**src/memPkg.sv**
```systemverilog
/*
 * data bus and RAM types
 * shared by the MEM stage, the data RAM and the WB stage
 */

package memPkg;

    // one 32-bit data word
    typedef logic [31:0] word;

    // one enable per byte lane, bit 0 is the low byte
    typedef logic [3:0] byteEn;

    // request from MEM to the data RAM, valid in the same cycle
    typedef struct packed {
        logic  en;     // access this cycle
        logic  we;     // store when set, load otherwise
        word   addr;   // byte address, already masked to RAM size
        byteEn be;     // lanes to write
        word   wdata;  // store data, replicated into every lane
    } dataReq;

endpackage

```
**src/pipePkg.sv**
```systemverilog
/*
 * pipeline types for the MEM, MEM2 and WB stages
 * memory op and write-back select codes, and the stage-to-stage bundles
 */

package pipePkg;

    // register file index
    typedef logic [4:0] regAddr;

    typedef enum logic [3:0] {
        memNone,
        memLb,
        memLbu,
        memLh,
        memLhu,
        memLw,
        memSb,
        memSh,
        memSw
    } memOp;

    // source of the register write value
    typedef enum logic [1:0] {
        wbPcPlus8,  // link instructions
        wbAlu,
        wbOutB,     // move-type writes
        wbMem       // load data, only known in WB
    } wbSel;

    typedef enum logic [1:0] {
        excNone,
        excAdEL,    // load address error
        excAdES     // store address error
    } excCode;

    // executed instruction entering MEM
    typedef struct packed {
        logic        valid;
        memPkg::word pc;
        memPkg::word aluOut;   // also the memory address
        memPkg::word outB;     // store operand
        regAddr      dst;
        logic        regWr;
        memOp        op;
        wbSel        sel;
    } exMemBus;

    // MEM to MEM2, adds the address check result
    typedef struct packed {
        logic        valid;
        memPkg::word pc;
        memPkg::word aluOut;
        memPkg::word outB;
        regAddr      dst;
        logic        regWr;    // already cleared on an address error
        memOp        op;
        wbSel        sel;
        excCode      exc;
    } memMem2Bus;

    // registered MEM2 copy headed for WB
    typedef struct packed {
        logic        valid;
        memPkg::word pc;
        memPkg::word aluOut;
        memPkg::word outB;
        regAddr      dst;
        logic        regWr;
        memOp        op;
        wbSel        sel;
        excCode      exc;
    } mem2WbBus;

endpackage

```
**src/mem2Stage.sv**
```systemverilog
/*
 * MEM2 pipeline register
 * flushable copy of the MEM bundle, plus the forwarding result mux
 */
`timescale 1ns/10ps

module mem2Stage (
    input  logic               clk,
    input  logic               arstN,
    input  logic               mem2Flush,
    input  pipePkg::memMem2Bus fromMem,
    output pipePkg::mem2WbBus  toWb,
    output memPkg::word        mem2Result,
    output pipePkg::regAddr    mem2Dst,
    output logic               mem2RegWr
);

    pipePkg::mem2WbBus m2Reg;

    // a flush loads a bubble, the RAM side is not undone
    always_ff @(posedge clk or negedge arstN) begin
        if (!arstN) begin
            m2Reg <= '0;
        end else if (mem2Flush) begin
            m2Reg <= '0;
        end else begin
            m2Reg <= pipePkg::mem2WbBus'(fromMem);
        end
    end

    assign toWb = m2Reg;

    // forwarding value, load data is not available yet
    always_comb begin
        case (m2Reg.sel)
            pipePkg::wbPcPlus8: begin
                mem2Result = m2Reg.pc + 32'd8;        // link address
            end
            pipePkg::wbAlu: begin
                mem2Result = m2Reg.aluOut;
            end
            pipePkg::wbOutB: begin
                mem2Result = m2Reg.outB;
            end
            default: begin
                mem2Result = m2Reg.aluOut;            // load, consumer must wait for WB
            end
        endcase
    end

    assign mem2Dst   = m2Reg.dst;
    assign mem2RegWr = m2Reg.valid && m2Reg.regWr;

endmodule

```
**config.mk**
```make
export PLATFORM = sky130hd
export DESIGN_NAME = mem2Stage
export DESIGN_NICKNAME = d
export VERILOG_FILES = /design/src/memPkg.sv /design/src/pipePkg.sv /design/src/mem2Stage.sv
export SDC_FILE = /design/constraint.sdc
export NUM_CORES = 1
export LEC_CHECK = 0
export BUFFER_PORTS_ARGS = -buffer_cell sky130_fd_sc_hd__buf_2
export CAP_MARGIN = 20
export CORE_UTILIZATION = 29
export DETAILED_ROUTE_END_ITERATION = 10
export HOLD_SLACK_MARGIN = 0.02
export PLACE_DENSITY = 0.59
export REMOVE_ABC_BUFFERS = 1
export SYNTH_ARGS = -nofsm -noshare
export SYNTH_HDL_FRONTEND = slang
export SYNTH_SLANG_ARGS = --single-unit
```
**constraint.sdc**
```tcl
create_clock -name clk -period 2.3 [get_ports clk]
set_input_delay 0.345 -clock clk [delete_from_list [all_inputs] [get_ports clk]]
set_output_delay 0.345 -clock clk [all_outputs]
set_load 0.02 [all_outputs]
```
==> metrics.cfg <==
[pwr]
vdd_drop_max_mv=0.370
finalPower_mw=4.45
p_per_area_mw_per_mm2=654
power_leakage_nw=3.45

[routing]
wl_per_cell_um=15.8
vias_per_cell=4.42
post-route-drc-count=0
met1_length_um=5740
antenna_left=0
totalWireLength_um=14200
top_layer_used=met5
num_vias=3984
dr.pass1.iters=4
drtIter0Drc=108
wl_met2_um=7240
met3_length_um=1030

[floorplanning]
rows=45
die_w_um=128
dieArea_mm2=0.0165
start_util_pct=30.2
io_pins=263
die_y_um=128
design.core.area_mm2=0.0154

[placed_design]
dp_cells=875
place_congestion=0.776
portBuffers=262
dp_hpwl_um=10300

[setup_path]
path_cells=ha_2 > nand4_1 > or4_4 > nor3_2 > xnor2_1 > o21ai_1 > buf_4
path_max_fanout=6
cp.required_ps=1960
critPathKind=register to primary output
cp-endpoint=mem2Result[31]
max_stage_delay_ps=550
crit_path_start=toWb[81]$_DFF_PN0_
cpMaxStageDelayCell=or4_4
cp.arrival_ps=2180
critPathCaptureType=primary output
start_kind=register

[synth]
synth_commonest_cells=112 x nor2b_1, 111 x dfrtp_1, 22 x o21ai_0, 20 x clkbuf_1, 19 x nand2_1
ys_ff_latch=111
syn-cell-area_mm2=0.00463
avgSynthCellArea_um2=11.3
yosys.area.top_type=dfrtp_1
synthTopCellsByArea=dfrtp_1 60%, nor2b_1 15%, xnor2_1 2.6%, xor2_1 2.5%, o21ai_0 2.4%
yosysUniqueCellTypes=32
synth.most_common_cell=nor2b_1
synthCells=411
seq_area_frac_synth_pct=59.9
yosys_warnings=0
synth_top_area_share_pct=59.9
async_flop_share_pct=100
synth_flop_cell=dfrtp_1
synth_edf_count=0

[sta]
maxSlewViolCount=0
rsz0062_at_grt=yes
post-route-period-util_pct=110
period_needed_ps=2530
fmax_mhz=395
max-slew-margin-rel_pct=58.8
finalSetupTns_ps=-1980
tightestPinTransition_ps=618
setup_violations=17
finalWorstSetupSlack_ps=-229
finalHoldViolCount=0

[cts]
path_clk_slew_ps=80
holdBufCountCts=0
h-tree-depth=3
clock_sinks=111
cts-root-buf=clkbuf_16
numCtsBuffers=9
cts_tree=done
clk_path_buf_depth=2

[final_layout]
layout-drive-gt1-share_pct=48.5
diodes=0
fillCellCount=1507
nets=801
fin_cells=902
final_util_pct=44.2
seqCellArea_mm2=0.00278
multiInputGateArea_mm2=0.00185
area_growth_pct=46.7

[global_route]
grt_pass1_wl_um=21400
track_usage_pct=17.1
overflow=0
antenna_found_initial=1
grt_pass1_vias=4023
grt_max_degree=112

[flow_run]
max_cap_violations=0

[run_status]
violations=setup timing
status=finished with violations

[worst_hold_path]
min_path_type=primary input to async pin

## layout make-up
cell class              count  share of cell area [%]
clock inverters             7                   0.920
well taps                 211                    3.88
multi-input cells         269                    27.1
clock buffers               9                    3.31
inverters                   4                   0.221
flip-flops and latches    111                    40.9
repair buffers            291                    23.7
## state kept, by name (all words and copies together) (netlist names)
name,count
toWb,106
mem2Dst,5
## per-stage QoR
stage          cell area, µm²  hold slack (ps)  worst slack, ps
5_1_grt                  6800             95.8             -385
3_5_place_dp             6250              481            -14.4
6_report                 6800             44.9             -229
4_1_cts                  6700             88.8             -313
2_1_floorplan            4510             49.4             -155
3_3_place_gp             6250              470             51.8
## timing repair
item                                    in CTS  in global routing
buffers inserted                            11                  1
pin swaps                                    7                 13
gates resized for setup                     23                 28
endpoints found under the setup margin      23                 23
hold endpoints to repair                     0                  0
## worst min path at each step
stage / to / slack, ps / cells after the start
after floorplan: mem2Dst[0]$_DFF_PN0_ / 50 / 0
after global placement: toWb[51]$_DFF_PN0_ / 470 / 2
after detailed placement: toWb[18]$_DFF_PN0_ / 480 / 2
after CTS: toWb[19]$_DFF_PN0_ / 90 / 2
after global routing: toWb[18]$_DFF_PN0_ / 100 / 2
final: toWb[19]$_DFF_PN0_ / 40 / 2
## cells in the final DEF, fill, tap and decap left out, types with 2 or more instances in the layout
| cell type | netlist | routed |
|---|---|---|
| xnor2_1 | 14 | 11 |
| o22ai_1 | 7 | 7 |
| xor2_2 | 0 | 2 |
| nor3_2 | 3 | 3 |
| dfrtp_1 | 111 | 110 |
| xor2_1 | 13 | 11 |
| nand4_1 | 6 | 6 |
| nand3_1 | 11 | 10 |
| clkinvlp_4 | 0 | 2 |
| o21ai_1 | 3 | 8 |
| nor2_1 | 11 | 5 |
| nor2b_1 | 112 | 112 |
| xnor2_2 | 0 | 3 |
| buf_12 | 0 | 2 |
| buf_6 | 1 | 2 |
| o21ai_0 | 22 | 17 |
| buf_4 | 5 | 44 |
| nand2_1 | 19 | 18 |
| mux2i_1 | 8 | 8 |
| clkbuf_16 | 0 | 9 |
| a21oi_1 | 10 | 10 |
| and3_1 | 3 | 2 |
| buf_2 | 0 | 243 |
| nor2_2 | 0 | 3 |
| inv_1 | 3 | 3 |
| and4_1 | 4 | 3 |
| nor2_4 | 0 | 3 |
| inv_8 | 0 | 3 |
| a22oi_1 | 13 | 13 |
| nor4_4 | 0 | 2 |
## power by group
group | total (mW) | leakage, nW | switching, mW | internal, mW
Combinational | 0.792 | 1.88 | 0.474 | 0.318
Clock | 1.54 | 0.138 | 0.779 | 0.761
Sequential | 2.12 | 1.43 | 0.0666 | 2.05
Total | 4.45 | 3.45 | 1.32 | 3.13
## kinds of logic (layout without fill, tap and decap cells)
logic type	Yosys count	count (layout)	synth area share (%)
buffers and inverters	31	311	3.08
XOR/XNOR	27	27	5.10
AO/OA/AOI/OAI	55	55	6.83
flip-flops	111	111	59.9
AND/OR/NAND/NOR	177	177	22.8
multiplexers	9	9	1.97
adder cells (fa/ha/maj)	1	1	0.270
## worst max-delay path, delay by kind of cell, from the launching register on
family                   cells  cell delay [ps]
XOR/XNOR                     1               80
flip-flops                   1              360
buffers and inverters        1              170
AO/OA/AOI/OAI                1              160
AND/OR/NAND/NOR              3              870
adder cells (fa/ha/maj)      1              180
## layer usage
metal	track usage (%)	vias up
li1	-	1904
met1	20.2	1906
met2	29.7	156
met3	5.78	16
met4	4.84	2
met5	0	-
Note: power is estimated with default switching activity, not from simulation.
