===== src/memPkg.sv =====
/*
 * data bus and RAM types
 * shared by the MEM stage, the data RAM and the WB stage
 */

package memPkg;

    // one 32-bit data word
    typedef logic [31:0] word;

    // one enable per byte lane, bit 0 is the low byte
    typedef logic [3:0] byteEn;

    // request from MEM to the data RAM, valid in the same cycle
    typedef struct packed {
        logic  en;     // access this cycle
        logic  we;     // store when set, load otherwise
        word   addr;   // byte address, already masked to RAM size
        byteEn be;     // lanes to write
        word   wdata;  // store data, replicated into every lane
    } dataReq;

endpackage


===== src/pipePkg.sv =====
/*
 * pipeline types for the MEM, MEM2 and WB stages
 * memory op and write-back select codes, and the stage-to-stage bundles
 */

package pipePkg;

    // register file index
    typedef logic [4:0] regAddr;

    typedef enum logic [3:0] {
        memNone,
        memLb,
        memLbu,
        memLh,
        memLhu,
        memLw,
        memSb,
        memSh,
        memSw
    } memOp;

    // source of the register write value
    typedef enum logic [1:0] {
        wbPcPlus8,  // link instructions
        wbAlu,
        wbOutB,     // move-type writes
        wbMem       // load data, only known in WB
    } wbSel;

    typedef enum logic [1:0] {
        excNone,
        excAdEL,    // load address error
        excAdES     // store address error
    } excCode;

    // executed instruction entering MEM
    typedef struct packed {
        logic        valid;
        memPkg::word pc;
        memPkg::word aluOut;   // also the memory address
        memPkg::word outB;     // store operand
        regAddr      dst;
        logic        regWr;
        memOp        op;
        wbSel        sel;
    } exMemBus;

    // MEM to MEM2, adds the address check result
    typedef struct packed {
        logic        valid;
        memPkg::word pc;
        memPkg::word aluOut;
        memPkg::word outB;
        regAddr      dst;
        logic        regWr;    // already cleared on an address error
        memOp        op;
        wbSel        sel;
        excCode      exc;
    } memMem2Bus;

    // registered MEM2 copy headed for WB
    typedef struct packed {
        logic        valid;
        memPkg::word pc;
        memPkg::word aluOut;
        memPkg::word outB;
        regAddr      dst;
        logic        regWr;
        memOp        op;
        wbSel        sel;
        excCode      exc;
    } mem2WbBus;

endpackage


===== src/memAccess.sv =====
/*
 * MEM stage
 * registers the executed instruction, builds the RAM request with byte lanes
 * and flags misaligned halfword and word accesses
 */
`timescale 1ns/10ps

module memAccess #(
    parameter int ramAddrBits = 8
) (
    input  logic               clk,
    input  logic               arstN,
    input  pipePkg::exMemBus   exIn,
    output memPkg::dataReq     req,
    output pipePkg::memMem2Bus toMem2
);

    pipePkg::exMemBus memReg;
    memPkg::word      maskedAddr;
    memPkg::byteEn    laneEn;
    memPkg::word      laneData;
    logic             isLoad;
    logic             isStore;
    logic             misaligned;

    always_ff @(posedge clk or negedge arstN) begin
        if (!arstN) begin
            memReg <= '0;
        end else begin
            memReg <= exIn;
        end
    end

    // drop address bits beyond the RAM
    assign maskedAddr = {{(30 - ramAddrBits){1'b0}}, memReg.aluOut[ramAddrBits+1:0]};

    assign isLoad  = memReg.op inside {pipePkg::memLb, pipePkg::memLbu, pipePkg::memLh,
                                       pipePkg::memLhu, pipePkg::memLw};
    assign isStore = memReg.op inside {pipePkg::memSb, pipePkg::memSh, pipePkg::memSw};

    // lane enables and store data placement per access size
    always_comb begin
        laneEn     = 4'b0000;
        laneData   = memReg.outB;
        misaligned = 1'b0;
        case (memReg.op)
            pipePkg::memLb, pipePkg::memLbu, pipePkg::memSb: begin
                laneEn   = 4'b0001 << memReg.aluOut[1:0];
                laneData = {4{memReg.outB[7:0]}};
            end
            pipePkg::memLh, pipePkg::memLhu, pipePkg::memSh: begin
                laneEn     = memReg.aluOut[1] ? 4'b1100 : 4'b0011;
                laneData   = {2{memReg.outB[15:0]}};
                misaligned = memReg.aluOut[0];        // halfword needs bit 0 clear
            end
            pipePkg::memLw, pipePkg::memSw: begin
                laneEn     = 4'b1111;
                misaligned = |memReg.aluOut[1:0];
            end
            default: begin
                laneEn = 4'b0000;                     // no memory access
            end
        endcase
    end

    // a faulting access never reaches the RAM
    always_comb begin
        req.en    = memReg.valid && (isLoad || isStore) && !misaligned;
        req.we    = isStore;
        req.addr  = maskedAddr;
        req.be    = laneEn;
        req.wdata = laneData;
    end

    always_comb begin
        toMem2.valid  = memReg.valid;
        toMem2.pc     = memReg.pc;
        toMem2.aluOut = memReg.aluOut;
        toMem2.outB   = memReg.outB;
        toMem2.dst    = memReg.dst;
        toMem2.regWr  = memReg.regWr && !misaligned;  // no write on address error
        toMem2.op     = memReg.op;
        toMem2.sel    = memReg.sel;
        if (!misaligned) begin
            toMem2.exc = pipePkg::excNone;
        end else if (isStore) begin
            toMem2.exc = pipePkg::excAdES;
        end else begin
            toMem2.exc = pipePkg::excAdEL;
        end
    end

endmodule


===== config.mk =====
export PLATFORM = sky130hd
export DESIGN_NAME = memAccess
export DESIGN_NICKNAME = d
export VERILOG_FILES = /design/src/memPkg.sv /design/src/pipePkg.sv /design/src/memAccess.sv
export SDC_FILE = /design/constraint.sdc
export NUM_CORES = 1
export LEC_CHECK = 0
export BUFFER_PORTS_ARGS = -buffer_cell sky130_fd_sc_hd__buf_2
export CAP_MARGIN = 20
export CORE_AREA = 3 3 113 115
export CTS_BUF_LIST = sky130_fd_sc_hd__clkbuf_4
export CTS_CLUSTER_DIAMETER = 200
export DETAILED_ROUTE_END_ITERATION = 8
export DIE_AREA = 0 0 116 118
export PLACE_DENSITY = 0.81
export SLEW_MARGIN = 10
export SYNTH_ARGS = -nofsm -noshare
export SYNTH_HDL_FRONTEND = slang
export SYNTH_SLANG_ARGS = --single-unit

===== constraint.sdc =====
create_clock -name clk -period 1.6 [get_ports clk]
set_input_delay 0 -clock clk [delete_from_list [all_inputs] [get_ports clk]]
set_output_delay 0 -clock clk [all_outputs]
set_load 0.02 [all_outputs]

==> reports/summary.txt <==
Max Cap Viol = 0
total track usage = 0.211
ys async rst share = 1.00
Final Hold Fails = 0
TritonCTS clock tree = done
clock power share = 0.220
Hold WC Path Type = in2reg
CP max FO = 4
flip-flop and latch area = 2730 µm²
vias in the first global route = 3,958
io pins = 292
area of the multi-input gates = 931 µm²
synth unique cells = 34
Crit path required time = 1.60 ns
Int Power = 0.00392 W
vias per cell = 4.48
CP Class = reg2out
failing checks = setup timing
top cells by area, synth = dfrtp_1 (60%), buf_4 (24%), mux2_2 (3.9%)
part of the Yosys area used for sequential elements = 0.597
via count = 3,555
die area = 13,700 µm²
input/output buffers = 269
Starting DRT DRC Count = 166
slowest stage cell, crit path = or4b_4
die height = 118 µm
Net Sw Frac = 0.311
fin crit share = 1.35
fraction of layout cells with a size suffix above 1 = 0.562
CTS Sinks = 109
H-tree Lvls = 3
Inserted Clock Buffers = 9
Top FF cell, synth = dfrtp_1
sequential share of power = 0.525
Fillers = 923
Routed WL per cell = 18.3 µm
Detailed Routing Iterations Pass 1 = 4
Syn Inst Count = 353
Setup crit end kind = output pin
status = complete, but fails checks
Layout area overhead = 51.4%
first-pass GRT wire length = 21,500 µm
P_leak = 3.46 nW
Placed Area = 5230 µm²
net load switching power = 0.00177 W
CP startpoint kind = flop
synth warn = 0
pin count of the biggest net entering global routing = 66
final setup violation count = 33
Seq cells post-synth = 109
fin area = 6910 µm²
DP Wirelength = 9410 µm
Initial Util = 0.384
core area = 11,900 µm²
total gr overflow = 0
top-area cell type share of the netlist area = 0.597
Slew Limit Fails = 0
CTS max path bufs = 2
post-route ant nets = 0
initial antenna violation count = 1
CTS clk-pin slew, worst paths = 0.17 ns
CP arrival = 2.16 ns
drt drc = 0
crit path time final = 2.16 ns
Power per Cell Area = 824 nW/µm²
Post-synth EDFFs = 0
Fmax = 462 MHz
Crit path top cell by count = buf_4
Peak supply drop = 0.000747 V
critical path's largest stage delay = 0.54 ns
Placement Rows = 40
Comb pwr share = 0.255
root buf cell = clkbuf_4
mean area per synthesized cell = 12.9 µm²
NumNets Final = 752
synthesized area = 4570 µm²
Die X = 116 µm
critical-path cell list = buf_6, or4b_4, buf_4, o21ai_4, a21boi_1, buf_4
Synth area leader = dfrtp_1
drt total wl = 14,500 µm
Core Util, Final = 0.580
RSZ-0062 raised after global routing = true
setup slack after layout = -0.563 ns
routability cong. = 0.813
timing repair:
| action | CTS | global route |
|---|---|---|
| setup endpoints to repair | 33 | 34 |
| endpoints found under the hold margin | 218 | 0 |
| pin swaps | 16 | 4 |
| hold buffers | 112 | 0 |
| buffers inserted | 5 | 3 |
| resized for setup | 67 | 24 |
power groups by stage:
stage                     combinational, W  clock [W]  sequential (W)
final                              0.00145    0.00125         0.00299
after global routing               0.00154    0.00142         0.00300
after CTS                          0.00139    0.00131         0.00298
after detailed placement           0.00106          0         0.00303
after global placement             0.00104          0         0.00303
after floorplan                   0.000806          0         0.00300
cell usage after synthesis, types with 3 or more instances:
| library cell | instances |
|---|---|
| buf_2 | 4 |
| mux2_2 | 16 |
| o221ai_1 | 8 |
| dfrtp_1 | 109 |
| inv_1 | 11 |
| clkbuf_1 | 3 |
| buf_4 | 149 |
| o21ai_0 | 3 |
| nor2b_1 | 3 |
| a22oi_1 | 16 |
registers in the layout (all words and copies together), names as in the netlist:
| signal | cells |
|---|---|
| toMem2 | 98 |
| memReg | 1 |
| req | 10 |
cell usage in the layout, fill, tap and decap left out, types with 7 or more instances in the layout:
master,instances
a22oi_1,7
a22oi_2,9
buf_2,245
buf_4,26
buf_6,26
clkbuf_4,10
conb_1,22
dfrtp_1,107
dlygate4sd3_1,111
inv_1,11
mux2_2,8
mux2_4,8
cell type report:
cell class / instances / area share
tap: 147 / 0.0266
antenna: 1 / 0.000362
inverter: 11 / 0.00597
multi-input combinational: 98 / 0.135
sequential: 109 / 0.395
timing repair buffer: 412 / 0.420
clock inverter: 6 / 0.00651
clock buffer: 10 / 0.0109
stage by stage:
stage / hold WS [ns] / power, W / setup WS [ns] / instances / TNS, ns
2_1_floorplan: -0.296 / 0.00381 / -0.0353 / 374 / -0.0636
3_3_place_gp: -0.0569 / 0.00406 / -0.109 / 657 / -1.06
3_5_place_dp: -0.0423 / 0.00409 / -0.165 / 657 / -2.11
4_1_cts: 0.0988 / 0.00568 / -0.606 / 790 / -16.85
5_1_grt: 0.105 / 0.00596 / -0.668 / 794 / -18.56
6_report: 0.161 / 0.00569 / -0.563 / 794 / -15.08
worst max-delay path, delay by kind of cell (launching register included):
kind	cells	cell delay, ns
compound gates	2	0.24
buf+inv	3	0.47
flops	1	0.46
simple gates	1	0.54
routing by layer:
metal  vias up  part of all wire  GRT usage
li1       1570                 -          -
met1      1738              0.36      0.223
met2       210              0.53      0.377
met3        37             0.067     0.0627
met4         0             0.036     0.0957
met5         -                 0          0
kinds of logic (layout without fill, tap and decap cells):
group,count (synthesis),count (layout),share of synthesized area
simple gates,18,18,0.0293
other cells,1,23,0.000821
buf+inv,167,439,0.261
flops,109,109,0.597
compound gates,40,40,0.0671
mux,16,16,0.0394
xor+xnor,2,2,0.00548
path summary, 6_finish.rpt:
kind | start | to | cells after the start
min in group asynchronous | arstN | toMem2[63] | 4
max in group asynchronous | arstN | toMem2[32] | 4
worst max-delay path | toMem2[5] | toMem2[1] | 6
worst min-delay path | exIn[61] | toMem2[63] | 2
Note: power is estimated with default switching activity, not from simulation.
